## src/rtl/tq_macros.svh

```systemverilog
`ifndef TQ_MACROS_SVH
`define TQ_MACROS_SVH

// ==========================================================================
// sample and arithmetic widths
// ==========================================================================

// pixel and prediction, unsigned
`define TQ_PIX_W 8
// pixel minus prediction, signed
`define TQ_RES_W 9
// transform output, 16 * 255 plus sign
`define TQ_COEF_W 13
// quantized level, signed
`define TQ_LVL_W 16
// |coef| * MF + f, unsigned
`define TQ_PROD_W 28
// quantizer step index
`define TQ_QP_W 5

// samples in one 4x4 block
`define TQ_BLK_N 16
// qbits for qp 0..5, grows by one per six qp
`define TQ_QBITS_BASE 15

`endif

```

## src/rtl/tq_types_pkg.sv

```systemverilog
`include "tq_macros.svh"

package tq_types_pkg;

    // ==========================================================================
    // sample words of the block path
    // ==========================================================================

    // raw pixel or prediction
    typedef logic [`TQ_PIX_W-1:0] pixel_t;

    // signed difference, -255..255
    typedef logic signed [`TQ_RES_W-1:0] residual_t;

    // one transform coefficient
    typedef logic signed [`TQ_COEF_W-1:0] coef_t;

    // one output level
    typedef logic signed [`TQ_LVL_W-1:0] level_t;

    // whole block in raster order, slot = row * 4 + col
    typedef residual_t residual_blk_t [`TQ_BLK_N];

    // ==========================================================================
    // coefficient position
    // ==========================================================================

    // row in the upper two bits, so it lines up with the flat index
    typedef struct packed {
        logic [1:0] row;
        logic [1:0] col;
    } pos_rc_t;

    // flat view picks basis pair and output order, row/col view picks qclass
    typedef union packed {
        logic [3:0] idx;
        pos_rc_t    rc;
    } pos_u;

endpackage

```

## src/rtl/tq_quant_pkg.sv

```systemverilog
`include "tq_macros.svh"

package tq_quant_pkg;

    typedef logic [`TQ_QP_W-1:0] qp_t;

    // a: row and col even, b: both odd, c: mixed
    typedef enum logic [1:0] {
        class_a,
        class_b,
        class_c
    } qclass_e;

    // qp / 6, saturating at 4 like the rounding and qbits tables
    function automatic logic [2:0] qp_group(qp_t qp);
        logic [2:0] grp;
        grp = 3'(qp / 6);
        if (grp > 3'd4) begin
            grp = 3'd4;
        end
        return grp;
    endfunction

    // qp mod 6, selects the MF row
    function automatic logic [2:0] qp_rem(qp_t qp);
        return 3'(qp % 6);
    endfunction

    function automatic logic [`TQ_PROD_W-1:0] by_class(qclass_e cls, int a, int b, int c);
        int v;
        case (cls)
            class_a: v = a;
            class_b: v = b;
            default: v = c;
        endcase
        return `TQ_PROD_W'(v);
    endfunction

    // ==========================================================================
    // quantizer tables
    // ==========================================================================

    // multiplication factor per qp mod 6 and class
    function automatic logic [`TQ_PROD_W-1:0] mf_of(qp_t qp, qclass_e cls);
        logic [`TQ_PROD_W-1:0] mf;
        case (qp_rem(qp))
            3'd0:    mf = by_class(cls, 13107, 5243, 8066);
            3'd1:    mf = by_class(cls, 11916, 4660, 7490);
            3'd2:    mf = by_class(cls, 10082, 4194, 6554);
            3'd3:    mf = by_class(cls, 9362, 3647, 5825);
            3'd4:    mf = by_class(cls, 8192, 3355, 5243);
            default: mf = by_class(cls, 7282, 2893, 4559);
        endcase
        return mf;
    endfunction

    function automatic logic [4:0] qbits_of(qp_t qp);
        return 5'(`TQ_QBITS_BASE) + 5'(qp_group(qp));
    endfunction

    // rounding offset, roughly 2^qbits / 3
    function automatic logic [`TQ_PROD_W-1:0] f_of(qp_t qp);
        int v;
        case (qp_group(qp))
            3'd0:    v = 10922;
            3'd1:    v = 21845;
            3'd2:    v = 43690;
            3'd3:    v = 87381;
            default: v = 174762;
        endcase
        return `TQ_PROD_W'(v);
    endfunction

endpackage

```

## src/rtl/coef_if.sv

```systemverilog
`timescale 1ns/1ps

// one transform coefficient per valid cycle, no back-pressure
interface coef_if;

    // strobe, one coefficient per high cycle
    logic                 valid;
    tq_types_pkg::coef_t  coef;
    // position 0..15 within the block
    tq_types_pkg::pos_u   pos;
    // qp of the block this coefficient belongs to
    tq_quant_pkg::qp_t    qp;

    // transform side
    modport src (
        output valid,
        output coef,
        output pos,
        output qp
    );

    // quantizer side
    modport dst (
        input valid,
        input coef,
        input pos,
        input qp
    );

endinterface

```

## src/rtl/residual_collect.sv

```systemverilog
`timescale 1ns/1ps
`include "tq_macros.svh"

module residual_collect (
    input  logic                        clk,
    input  logic                        rst_n,
    input  logic                        in_valid,
    input  tq_types_pkg::pixel_t        pixel,
    input  tq_types_pkg::pixel_t        pred,
    input  tq_quant_pkg::qp_t           qp,
    output logic                        blk_valid,
    output tq_types_pkg::residual_blk_t blk,
    output tq_quant_pkg::qp_t           blk_qp
);

    // ==========================================================================
    // residual
    // ==========================================================================

    // slot of the next sample, raster order
    logic [3:0] cnt;
    logic       last_slot;
    tq_types_pkg::residual_t res;

    // both zero-extended, 9-bit two's complement difference
    assign res = tq_types_pkg::residual_t'({1'b0, pixel} - {1'b0, pred});

    assign last_slot = (cnt == 4'(`TQ_BLK_N - 1));

    // ==========================================================================
    // sample counter and block strobe
    // ==========================================================================

    always_ff @(posedge clk or negedge rst_n) begin
        if (!rst_n) begin
            cnt       <= '0;
            blk_valid <= 1'b0;
        end else begin
            // one-cycle pulse after the 16th sample
            blk_valid <= in_valid && last_slot;
            // idle gaps hold the count
            if (in_valid) begin
                cnt <= cnt + 4'd1;
            end
        end
    end

    // ==========================================================================
    // block storage
    // ==========================================================================

    // next block may start writing on the load edge
    // transform samples the old contents on that same edge
    always_ff @(posedge clk) begin
        if (in_valid) begin
            blk[cnt] <= res;
            // qp taken with the first sample only
            if (cnt == 4'd0) begin
                blk_qp <= qp;
            end
        end
    end

endmodule

```

## src/rtl/hadamard_4x4.sv

```systemverilog
`timescale 1ns/1ps
`include "tq_macros.svh"

module hadamard_4x4 (
    input  logic                        clk,
    input  logic                        rst_n,
    input  logic                        blk_valid,
    input  tq_types_pkg::residual_blk_t blk,
    input  tq_quant_pkg::qp_t           blk_qp,
    coef_if.src                         co
);

    // negative taps of each basis row, bit r set means -1
    // rows ++++, ++--, +--+, +-+-
    localparam logic [3:0] h_neg [4] = '{4'b0000, 4'b1100, 4'b0110, 4'b1010};

    tq_types_pkg::residual_blk_t blk_q;
    tq_quant_pkg::qp_t           qp_q;
    tq_types_pkg::pos_u          pos_q;
    // high while positions 0..15 are being produced
    logic                        busy;
    tq_types_pkg::coef_t         coef_sum;

    // ==========================================================================
    // block hold and position counter
    // ==========================================================================

    always_ff @(posedge clk) begin
        if (blk_valid) begin
            blk_q <= blk;
            qp_q  <= blk_qp;
        end
    end

    // a new load may land on the edge that emits position 15
    always_ff @(posedge clk or negedge rst_n) begin
        if (!rst_n) begin
            busy  <= 1'b0;
            pos_q <= '0;
        end else if (blk_valid) begin
            busy  <= 1'b1;
            pos_q <= '0;
        end else if (busy) begin
            pos_q.idx <= pos_q.idx + 4'd1;
            if (pos_q.idx == 4'(`TQ_BLK_N - 1)) begin
                busy <= 1'b0;
            end
        end
    end

    // ==========================================================================
    // one coefficient per cycle
    // ==========================================================================

    // u from the upper index bits applies along rows, v along columns
    always_comb begin
        tq_types_pkg::coef_t term;
        coef_sum = '0;
        for (int r = 0; r < 4; r++) begin
            for (int c = 0; c < 4; c++) begin
                // sign-extend before accumulating
                term = blk_q[r * 4 + c];
                if (h_neg[pos_q.idx[3:2]][r] ^ h_neg[pos_q.idx[1:0]][c]) begin
                    coef_sum = coef_sum - term;
                end else begin
                    coef_sum = coef_sum + term;
                end
            end
        end
    end

    always_ff @(posedge clk or negedge rst_n) begin
        if (!rst_n) begin
            co.valid <= 1'b0;
        end else begin
            co.valid <= busy;
        end
    end

    // payload follows the counter, qualified by valid
    always_ff @(posedge clk) begin
        co.coef <= coef_sum;
        co.pos  <= pos_q;
        co.qp   <= qp_q;
    end

endmodule

```

## src/rtl/quantizer.sv

```systemverilog
`timescale 1ns/1ps
`include "tq_macros.svh"

module quantizer (
    input  logic                 clk,
    input  logic                 rst_n,
    coef_if.dst                  ci,
    output logic                 out_valid,
    output tq_types_pkg::level_t out_level
);

    logic                    sign;
    logic [`TQ_COEF_W-1:0]   mag;
    tq_quant_pkg::qclass_e   cls;
    logic [`TQ_PROD_W-1:0]   mf;
    logic [`TQ_PROD_W-1:0]   f;
    logic [4:0]              qbits;
    logic [`TQ_PROD_W-1:0]   scaled;
    logic [`TQ_LVL_W-1:0]    z;
    tq_types_pkg::level_t    level;

    // ==========================================================================
    // magnitude and class
    // ==========================================================================

    assign sign = ci.coef[`TQ_COEF_W-1];
    // -4096 cannot occur, so the 13-bit negate is safe
    assign mag  = sign ? -ci.coef : ci.coef;

    // class from the parity of row and column
    always_comb begin
        if (!ci.pos.rc.row[0] && !ci.pos.rc.col[0]) begin
            cls = tq_quant_pkg::class_a;
        end else if (ci.pos.rc.row[0] && ci.pos.rc.col[0]) begin
            cls = tq_quant_pkg::class_b;
        end else begin
            cls = tq_quant_pkg::class_c;
        end
    end

    // ==========================================================================
    // (|coef| * MF + f) >> qbits
    // ==========================================================================

    assign mf     = tq_quant_pkg::mf_of(ci.qp, cls);
    assign f      = tq_quant_pkg::f_of(ci.qp);
    assign qbits  = tq_quant_pkg::qbits_of(ci.qp);
    assign scaled = (`TQ_PROD_W'(mag) * mf + f) >> qbits;

    // at most about 1.7K, fits the level width
    assign z      = scaled[`TQ_LVL_W-1:0];
    // coefficient sign put back on
    assign level  = sign ? -z : z;

    // ==========================================================================
    // output register
    // ==========================================================================

    // level held at zero between strobes
    always_ff @(posedge clk or negedge rst_n) begin
        if (!rst_n) begin
            out_valid <= 1'b0;
            out_level <= '0;
        end else begin
            out_valid <= ci.valid;
            out_level <= ci.valid ? level : '0;
        end
    end

endmodule

```

## src/rtl/intra_tq_top.sv

```systemverilog
`timescale 1ns/1ps

module intra_tq_top (
    input  logic                 clk,
    input  logic                 rst_n,
    input  logic                 in_valid,
    input  tq_types_pkg::pixel_t pixel,
    input  tq_types_pkg::pixel_t pred,
    input  tq_quant_pkg::qp_t    qp,
    output logic                 out_valid,
    output tq_types_pkg::level_t out_level
);

    // ==========================================================================
    // collect -> transform -> quantize
    // ==========================================================================

    // block handoff, one pulse per 16 samples
    logic                        blk_valid;
    tq_types_pkg::residual_blk_t blk;
    tq_quant_pkg::qp_t           blk_qp;

    // coefficient stream
    coef_if coef_bus ();

    residual_collect u_collect (
        .clk       (clk),
        .rst_n     (rst_n),
        .in_valid  (in_valid),
        .pixel     (pixel),
        .pred      (pred),
        .qp        (qp),
        .blk_valid (blk_valid),
        .blk       (blk),
        .blk_qp    (blk_qp)
    );

    // coefficient k after load edge + 1 + k
    hadamard_4x4 u_xform (
        .clk       (clk),
        .rst_n     (rst_n),
        .blk_valid (blk_valid),
        .blk       (blk),
        .blk_qp    (blk_qp),
        .co        (coef_bus.src)
    );

    // one more register stage to the pins
    quantizer u_quant (
        .clk       (clk),
        .rst_n     (rst_n),
        .ci        (coef_bus.dst),
        .out_valid (out_valid),
        .out_level (out_level)
    );

endmodule

```

## config.mk

```make
export PLATFORM = sky130hd
export DESIGN_NAME = intra_tq_top
export DESIGN_NICKNAME = d
export VERILOG_FILES = /design/src/rtl/tq_types_pkg.sv /design/src/rtl/tq_quant_pkg.sv /design/src/rtl/coef_if.sv /design/src/rtl/residual_collect.sv /design/src/rtl/hadamard_4x4.sv /design/src/rtl/quantizer.sv /design/src/rtl/intra_tq_top.sv
export VERILOG_INCLUDE_DIRS = /design/src /design/src/rtl
export SDC_FILE = /design/constraint.sdc
export NUM_CORES = 1
export LEC_CHECK = 0
export ABC_AREA = 0
export BUFFER_PORTS_ARGS = -buffer_cell sky130_fd_sc_hd__buf_2
export CAP_MARGIN = 0
export CORE_UTILIZATION = 35
export CTS_CLUSTER_SIZE = 40
export DETAILED_ROUTE_END_ITERATION = 7
export PLACE_DENSITY_LB_ADDON = 0.05
export SLEW_MARGIN = 5
export SYNTH_ARGS = -nofsm -noshare
export SYNTH_HDL_FRONTEND = slang
export SYNTH_SLANG_ARGS = --single-unit
```

## constraint.sdc

```tcl
create_clock -name clk -period 15.32 [get_ports clk]
set_input_delay 3.064 -clock clk [delete_from_list [all_inputs] [get_ports clk]]
set_output_delay 3.064 -clock clk [all_outputs]
set_load 0.02 [all_outputs]
```

Word-level counts from Yosys, hierarchy flattened:

Index checks and enable logic that the tools add are counted.

* $mul: 1
* equality and inequality tests: 10
* $add $sub $neg: 38
* reduce and logical (&&, ||, !) cells: 12
* div/mod/pow operators: 2
* magnitude comparators: 5
* shift-type cells: 1
* bitwise logic cells: 19
* muxes and demuxes: 44

Operators with widths (count)
* 13-bit two-way mux: 17
* 13-bit by 9-bit adder with 13-bit output: 15
* 13-bit by 9-bit subtractor with 13-bit output: 15
* 144-bit bitwise mux: 1
* 14-bit one-hot mux with 2 select lines: 5
* 28-bit one-hot mux with 5 select lines: 1
* 18-bit one-hot mux with 4 select lines: 1
* 9-bit demux with 4-bit select: 1
* 5-bit by 3-bit divider with 32-bit output, second input constant: 1
* 5-bit by 3-bit modulo with 32-bit output, second input constant: 1
* 16-bit two-way mux: 2
* 28-bit by 18-bit adder with 28-bit output: 1
* 13-bit by 28-bit multiplier with 28-bit output: 1
* 28-bit by 5-bit right shift with 16-bit output: 1
* 13-bit one-hot mux with 2 select lines: 1
* 4-bit two-way mux: 6
* 4-bit binary-select mux with 2-bit select: 2
* 16-bit negator: 1
* 1-bit XOR: 16
* 13-bit negator: 1
* 3-bit by 2-bit == test with 1-bit output, second input constant: 4
* 1-bit by 9-bit subtractor with 10-bit output, first input constant: 1
* 9-bit two-way mux: 1
* 8-bit by 8-bit subtractor with 9-bit output: 1
* other kinds (22): 35

* bits of input ports: 24
* register bits: 347
* output and inout bits: 17

Longest topological paths before layout:

Gate-level depths: netlist (run 1).

* depth in word-level cells: 36
* gate-level depth with buffers: 64
* mapped depth without buffers: 64

Hierarchy:

From an unflattened synthesis (run 1), not the netlist that was laid out.

* cell total of the unflattened synthesis: 3131
* area, all modules: 30315.3 um^2

By module, submodules not included
* hadamard_4x4: instances 1, cells each 1659, area an instance 15521.1 um^2, sequential area each 5064.9 um^2
* quantizer: instances 1, cells each 1231, area an instance 9586.7 um^2, sequential area each 425.4 um^2
* residual_collect: instances 1, cells each 241, area an instance 5207.5 um^2, sequential area each 4599.4 um^2

Worst setup path after synthesis (run 1):

Ideal clock, no wire load.

* kind: reg2reg
* from: reg u_xform.pos_q[1] in the netlist's numbering
* to: reg u_xform.co.coef[12]
* cell stages (with the launch flop): 59
* arrival time: 12.198 ns
* required time: 15.190 ns
* period minus slack after synthesis: 12.328 ns
* path buffers: 2
* path slack: 2.992 ns
* cell sequence: dfrtp_1 -> clkbuf_1 -> clkbuf_1 -> mux2i_1 -> ha_1 -> a21o_1 -> a21o_1 -> xor2_1 -> ha_1 -> a21boi_0 -> nor2_1 -> ha_1 -> a21boi_0 -> nor2_1 -> ha_1 -> a21boi_0 -> o21ai_0 -> a21boi_0 -> [23 not listed] -> a21oi_1 -> o31ai_1 -> xor2_1 -> ha_1 -> and2_1 -> o21ai_0 -> nand3b_1 -> xor2_1 -> ha_1 -> xnor2_1 -> ha_1 -> or2_2 -> a21oi_1 -> a31oi_1 -> xor2_1 -> xnor3_1 -> xnor2_1 -> xnor3_1

* cells in the longest elaborated chain, start to end: 36

Ends and longest elaborated chain
* start, declared: line hadamard_4x4.sv:19 `tq_types_pkg::pos_u pos_q;`
* 2-bit NOT with 3-bit output (not written as such) *: line hadamard_4x4.sv:63 `if (h_neg[pos_q.idx[3:2]][r] ^ h_neg[pos_q.idx[1:0]][c]) begin`
* 4-bit binary-select mux with 2-bit select *: line hadamard_4x4.sv:63
* 4-bit two-way mux (not written as such) * (2 in series): line hadamard_4x4.sv:63
* 1-bit XOR: line hadamard_4x4.sv:63
* 13-bit two-way mux: line hadamard_4x4.sv:63
* 13-bit by 9-bit adder with 13-bit output or 13-bit by 9-bit subtractor with 13-bit output (tied branches): line hadamard_4x4.sv:66, hadamard_4x4.sv:64
* 13-bit two-way mux: line hadamard_4x4.sv:63
* 13-bit by 9-bit adder with 13-bit output or 13-bit by 9-bit subtractor with 13-bit output (tied branches): line hadamard_4x4.sv:66, hadamard_4x4.sv:64
* [20 not listed]
* 13-bit two-way mux: line hadamard_4x4.sv:63
* 13-bit by 9-bit adder with 13-bit output or 13-bit by 9-bit subtractor with 13-bit output (tied branches): line hadamard_4x4.sv:66, hadamard_4x4.sv:64
* 13-bit two-way mux: line hadamard_4x4.sv:63
* 13-bit by 9-bit adder with 13-bit output or 13-bit by 9-bit subtractor with 13-bit output (tied branches): line hadamard_4x4.sv:66, hadamard_4x4.sv:64
* 13-bit two-way mux: line hadamard_4x4.sv:63
* 13-bit by 9-bit adder with 13-bit output or 13-bit by 9-bit subtractor with 13-bit output (tied branches): line hadamard_4x4.sv:66, hadamard_4x4.sv:64
* 13-bit two-way mux *: line hadamard_4x4.sv:63
* named net u_xform.coef_sum[12]: line hadamard_4x4.sv:22 `tq_types_pkg::coef_t coef_sum;`
* end signal, assigned: line hadamard_4x4.sv:82 `co.coef <= coef_sum;`
* end, declared: line coef_if.sv:17 `output coef,`

Mark *: on every way through the listed nets, which the timed path passes. The rest lies on a longest branch. The select of a mux whose other input is x is not followed.
A chain may end at the register's enable or synchronous reset.

Worst setup path in the final report (run 1):

Ends and elaborated chain as after synthesis.

==> results by group, run 1 <==
STA
  – Min Hold Slack: 0.339 ns
  – Clock skew: 0.0141 ns
  – Unrepaired setup endpoints after global routing: no
  – Fin crit share: 89.7%
  – Slack of the critical path: 1.58 ns
  – Fin. Hold Viols: 0
  – Fin crit period: 13.74 ns
  – Setup tns final: 0 ns
  – Final Setup Violations: 0
  – Fmax: 72.8 MHz
  – Least-Margin Pin Slew: 1.22 ns
  – Worst slew margin: 17.3%
  – Final Max Tran Viols: 0

Worst setup path
  – Crit start category: flop
  – CP arrival: 14.16 ns
  – CP max-delay cell: ha_1
  – FF-to-FF setup slack: 1.58 ns
  – CP dominant cell by count: ha_1
  – Nature of the critical path endpoint: flop
  – Critical path's largest stage delay: 0.82 ns
  – CP Class: flop to flop
  – Critical Path RT: 15.74 ns
  – Crit path max fanout: 17

Clocking
  – CTS tree: done
  – Worst skew pair latency: 0.56 ns
  – CTS Buf Count: 40
  – Bufs on Longest Clock Path: 3
  – Post-CTS resize count: 0
  – Hold Buf Count CTS: 0
  – Root Driver: clkbuf_16
  – H-tree depth: 2
  – Clock transition at path regs: 0.06 ns
  – Sink Count: 346
  – Post-CTS Setup Inserts: 0

Floorplanning
  – Die W: 293 um
  – Num rows: 106
  – Full die area: 85,700 sq um
  – I/O pins: 41
  – Core ar.: 83,700 sq um
  – Initial Util: 35.4%
  – Chip Height: 293 um

Synth
  – Seq cells post-synth: 346
  – EDFF count, synth: 298
  – Post-Syn Instances: 2,998
  – Synthesized area per cell: 9.87 sq um
  – Post-synthesis simple-gate area fraction: 13.1%
  – Register area share after synthesis: 34.0%
  – Largest family of logic cells by synthesized area: adder cells
  – Mux contribution to synthesized area: 1.58%
  – Adder-cell share of the synthesized area: 23.9%
  – YS warnings: 0
  – Count of cell types in the netlist: 85
  – Post-Syn Area: 29,600 sq um
  – Async SR Flop Fraction: 8.09%
  – Post-Synth XOR/XNOR Area: 9.15%
  – Post-Synthesis Net Count: 3,489
  – Main flop type after synthesis: edfxtp_1
  – Complex-gate fraction of the synthesized area: 13.4%

Drt
  – Final ANT Viol Nets: 0
  – Vias: 21,600
  – DR vias/cell: 5.13
  – Iter 0 DRT Violations: 1,244
  – WL/cell: 19.8 um
  – Pre-antenna DRT Iters: 6
  – Drc violations: 0
  – Post-Route WL: 83.3 mm

Job
  – Max-Cap Viols: 0

Placement
  – Dpl ws: 1.70 ns
  – Port Buffers: 40
  – DP Wirelength: 64.8 mm
  – Final Wtd Congestion: 0.866

Finish
  – Ant. Diodes: 0
  – Final net count: 3,532
  – Commonest non-fill, non-tap cell in the layout: ha_1
  – Most frequent cells in the layout: ha_1 (305), inv_1 (304), edfxtp_1 (298)
  – Fillers: 8,201
  – Area growth syn-to-layout: 10.6%
  – Layout cells sized above 1: 6.42%

Global route
  – Initial antenna violation count: 13
  – Number of global-route vias before repair: 22,000
  – First-pass GRT wire length: 128 mm
  – Largest net degree at the start of global routing: 72
  – Total track usage: 19.5%
  – GR Overflow Total: 0

Worst hold path
  – Worst min path class: flop to flop

Status
  – Status: finished clean
[layer usage]
metal,global-route usage (%),vias to the layer above,share of wire [%]
met5,0,-,0
met4,5.48,0,2.7
met3,1.94,101,3.4
met2,35.0,390,50
met1,24.8,10500,44
li1,-,10600,-
[registers in the layout, indices dropped and copies added (netlist names)]
register and cells:
u_xform.blk_q 144, u_xform.co.qp 5, u_xform.qp_q 5, u_xform.busy 1, u_collect.blk 144, u_xform.pos_q 4, u_xform.co.pos 2, u_quant.out_level 16
u_collect.blk_qp 5, u_collect.cnt 4, u_xform.co.coef 13, u_xform.co.valid 1, u_collect.blk_valid 1, u_quant.out_valid 1
[metrics by stage]
stage,util [%],cell area (sq um),cells
floorplan,-,29600,2998
global placement,37.5,31400,4133
detailed placement,37.5,31400,4133
CTS,39.1,32700,4204
global route,39.1,32700,4204
finish,39.1,32700,4204
[synthesized netlist by cell type, types with 7 or more instances]
cell	count	area share, %
o31ai_1	13	0.33
a21o_1	60	1.5
or3_1	10	0.21
a21boi_0	27	0.68
a32oi_1	8	0.24
clkbuf_1	67	0.85
fa_1	162	11
dfrtp_1	28	2.4
and2_1	45	0.95
a211oi_1	9	0.23
edfxtp_1	298	30
nor2b_1	42	0.89
or2_2	16	0.34
nand3_1	28	0.47
o211ai_1	11	0.28
mux2i_1	40	1.4
ha_1	305	13
nand2b_1	34	0.72
nor3_1	90	1.5
xor2_1	79	2.3
a22oi_1	7	0.18
nor2_1	259	3.3
o21ai_0	119	2.0
dfxtp_1	20	1.4
a21oi_1	206	3.5
o2111ai_1	7	0.21
and3_1	15	0.32
inv_1	304	3.9
nand4_1	15	0.32
o21bai_1	10	0.25
xnor2_1	220	6.5
a31oi_1	43	0.91
o21a_1	19	0.48
nor4_1	13	0.27
a311oi_1	12	0.36
nand2_1	238	3.0
[layout make-up]
cell class / count / area [sq um] / area share, %
Clock buffer: 48 / 1050 / 3.22
Clock inverter: 23 / 258 / 0.788
Inverter: 304 / 1140 / 3.49
Multi-Input combinational cell: 2269 / 18300 / 55.9
Sequential cell: 346 / 10100 / 30.7
Tap cell: 1134 / 1420 / 4.34
Timing Repair Buffer: 80 / 500 / 1.53
[critical path, delay by kind of cell (launching register included)]
kind	cells	cell delay (ns)
compound gates	19	4.06
xor+xnor	8	1.63
fa+ha+maj	15	5.43
buf+inv	1	0.06
flops	1	0.59
mux	1	0.37
simple gates	14	1.45
[worst paths after layout]
path,from,to,cells after the start
worst max-delay path,u_xform.pos_q[1]$_DFFE_PN0P_,u_xform.co.coef[12]$_DFF_P_,58
max in group asynchronous,rst_n,u_collect.blk_valid$_DFF_PN0_,1
worst min-delay path,u_xform.qp_q[0]$_DFFE_PP_,u_xform.co.qp[0]$_DFF_P_,0
min in group asynchronous,rst_n,u_quant.out_level[3]$_DFF_PN0_,1
worst min register to register,u_xform.qp_q[0]$_DFFE_PP_,u_xform.co.qp[0]$_DFF_P_,0
worst max register to register,u_xform.pos_q[1]$_DFFE_PN0P_,u_xform.co.coef[12]$_DFF_P_,58
[kinds of logic (layout without fill, tap and decap cells)]
group                    after synthesis  in the layout
AO/OA/AOI/OAI                        620            620
XOR/XNOR                             303            303
adder cells (fa/ha/maj)              468            468
buffers and inverters                383            455
flip-flops                           346            346
multiplexers                          45             45
AND/OR/NAND/NOR                      833            833
Power of run 1 is left out: the tool's default activity adds up to more than one toggle a clock period on the data nets, which glitch-free logic cannot reach.
==> inputs of run 2 (changes only) <==
Clock period 15.32 ns to 17.2 ns, I/O delays scaled along.
==> results by group, run 2 (same netlist as run 1, synthesis figures left out) <==
STA
  – Unrepaired setup endpoints after global routing: no
  – Fin crit share: 81.5% (-8.2 points)
  – Fin crit period: 14.02 ns (+0.278 ns)
  – Fmax: 71.3 MHz (-2.0%)
  – Clock skew: 0.0143 ns (+0.000197 ns)
  – Fin. Hold Viols: 0 (unchanged)
  – Worst slew margin: 20.0% (+2.7 points)
  – Final Setup Violations: 0 (unchanged)
  – Least-Margin Pin Slew: 1.18 ns (-0.0398 ns)
  – Setup tns final: 0 ns (unchanged)
  – Final Max Tran Viols: 0 (unchanged)

Finish
  – Most frequent cells in the layout: ha_1 (305), inv_1 (304), edfxtp_1 (298)
  – Top flop regs: u_collect.blk (144), u_xform.blk_q (144), u_quant.out_level (16)
  – Register Area: 10,100 sq um (unchanged)
  – Area growth syn-to-layout: 11.0%
  – Commonest non-fill, non-tap cell in the layout: ha_1
  – Fillers: 8,263 (+0.76%)
  – Final net count: 3,535 (+0.085%)
  – Area used by multi-input combinational logic: 18,300 sq um (about the same)
  – Layout cells sized above 1: 6.44% (+0.020 points)

Clocking
  – Bufs on Longest Clock Path: 3 (unchanged)
  – Post-CTS resize count: 0 (unchanged)
  – Clock transition at path regs: 0.06 ns (about the same)
  – CTS Buf Count: 41 (+2.5%)
  – Post-CTS Setup Inserts: 0 (unchanged)
  – Worst skew pair latency: 0.57 ns (about the same)
  – Sink Count: 346 (unchanged)
  – Hold Buf Count CTS: 0 (unchanged)
  – Root Driver: clkbuf_16
  – CTS tree: done
  – H-tree depth: 2 (unchanged)

Worst setup path
  – Largest delay share family, worst path: adder cells
  – CP arrival: 14.46 ns (+0.30 ns)
  – CP dominant cell by count: ha_1
  – Worst reg2reg path startpoint: u_xform.pos_q[1]$_DFFE_PN0P_
  – Crit start category: flop
  – Crit path max fanout: 17 (unchanged)
  – Nature of the critical path endpoint: flop
  – Worst Setup SP: u_xform.pos_q[1]$_DFFE_PN0P_
  – CP max-delay cell: dfrtp_1
  – Critical Path RT: 17.64 ns (+1.90 ns)
  – Critical path's largest stage delay: 0.73 ns (-0.09 ns)
  – R2R Path End: u_xform.co.coef[12]$_DFF_P_
  – FF-to-FF setup slack: 3.18 ns (+1.60 ns)
  – Worst Path Buf+Inv: 0 (-1)
  – CP Class: flop to flop
  – Reg2Reg Depth: 58 (unchanged)

Floorplanning
  – Num rows: 106 (unchanged)
  – Chip Height: 293 um (unchanged)
  – Die W: 293 um (unchanged)
  – Core ar.: 83,700 sq um (unchanged)
  – Full die area: 85,700 sq um (unchanged)
  – Initial Util: 35.4% (unchanged)
  – I/O pins: 41 (unchanged)

Placement
  – Port Buffers: 40 (unchanged)
  – Final Wtd Congestion: 0.859 (-0.82%)
  – DP Wirelength: 65.8 mm (+1.6%)

Global route
  – GR Overflow Total: 0 (unchanged)
  – Initial antenna violation count: 7 (-6)
  – First-pass GRT wire length: 128 mm (+0.12%)
  – Total track usage: 19.6% (+0.052 points)
  – Largest net degree at the start of global routing: 72 (unchanged)
  – Number of global-route vias before repair: 22,300 (+1.2%)

Drt
  – Post-Route WL: 83.6 mm (+0.32%)
  – DR vias/cell: 5.13 (about the same)
  – Pre-antenna DRT Iters: 5 (-1)
  – Iter 0 DRT Violations: 1,108 (-11%)
  – Drc violations: 0 (unchanged)
  – WL/cell: 19.8 um (+0.10%)
  – Final ANT Viol Nets: 0 (unchanged)
  – Vias: 21,600 (+0.23%)

Worst hold path
  – WHS Endpoint: u_xform.co.qp[4]$_DFF_P_
  – Worst min path class: flop to flop
  – Hold Startpoint: u_xform.qp_q[4]$_DFFE_PP_
  – Hold Crit Depth: 0 (unchanged)

Job
  – Max-Cap Viols: 0 (unchanged)

Status
  – Status: finished clean
run 2: changes by cell type in the layout (fill, tap and decap cells not counted), sizes merged:
cell and delta:
buf +2, clkinvlp -3, clkinv +1, clkbuf +5
bufinv +2, diode +3, inv -1
run 2: layout make-up:
cell class                      count  share of cell area (%)
Multi-Input combinational cell   2269                    55.7
Tap cell                         1134                    4.32
Clock inverter                     22                   0.979
Antenna cell                        3                  0.0229
Sequential cell                   346                    30.6
Inverter                          304                    3.47
Timing Repair Buffer               82                    1.57
Clock buffer                       53                    3.33
run 2: routing by layer:
metal | track usage [%] | part of all wire (%) | vias up
li1 | - | - | 10600
met5 | 0 | 0.016 | -
met3 | 2.06 | 3.1 | 114
met4 | 6.95 | 3.4 | 2
met1 | 24.0 | 43 | 10500
met2 | 35.3 | 50 | 390
run 2: how the worst max path moves through the flow:
stage	end	slack, ns	cells after the start
finish	u_xform.co.coef[12]$_DFF_P_	3.18	58
global route	u_xform.co.coef[12]$_DFF_P_	1.78	58
CTS	u_xform.co.coef[12]$_DFF_P_	3.23	58
detailed placement	u_xform.co.coef[12]$_DFF_P_	3.31	58
global placement	u_xform.co.coef[12]$_DFF_P_	3.73	58
floorplan	u_xform.co.coef[12]$_DFF_P_	4.87	58
run 2: through the flow:
stage	hold slack, ns	setup WS (ns)	instance area, sq um	std cells	util [%]
5_1_grt	0.348	1.78	32800	4210	39.2
4_1_cts	0.339	3.23	32800	4210	39.2
3_5_place_dp	0.327	3.31	31400	4135	37.5
3_3_place_gp	0.325	3.73	31400	4135	37.5
2_1_floorplan	0.323	4.87	29600	2998	-
6_report	0.337	3.18	32800	4213	39.2
Power of run 2 is left out for the same reason.
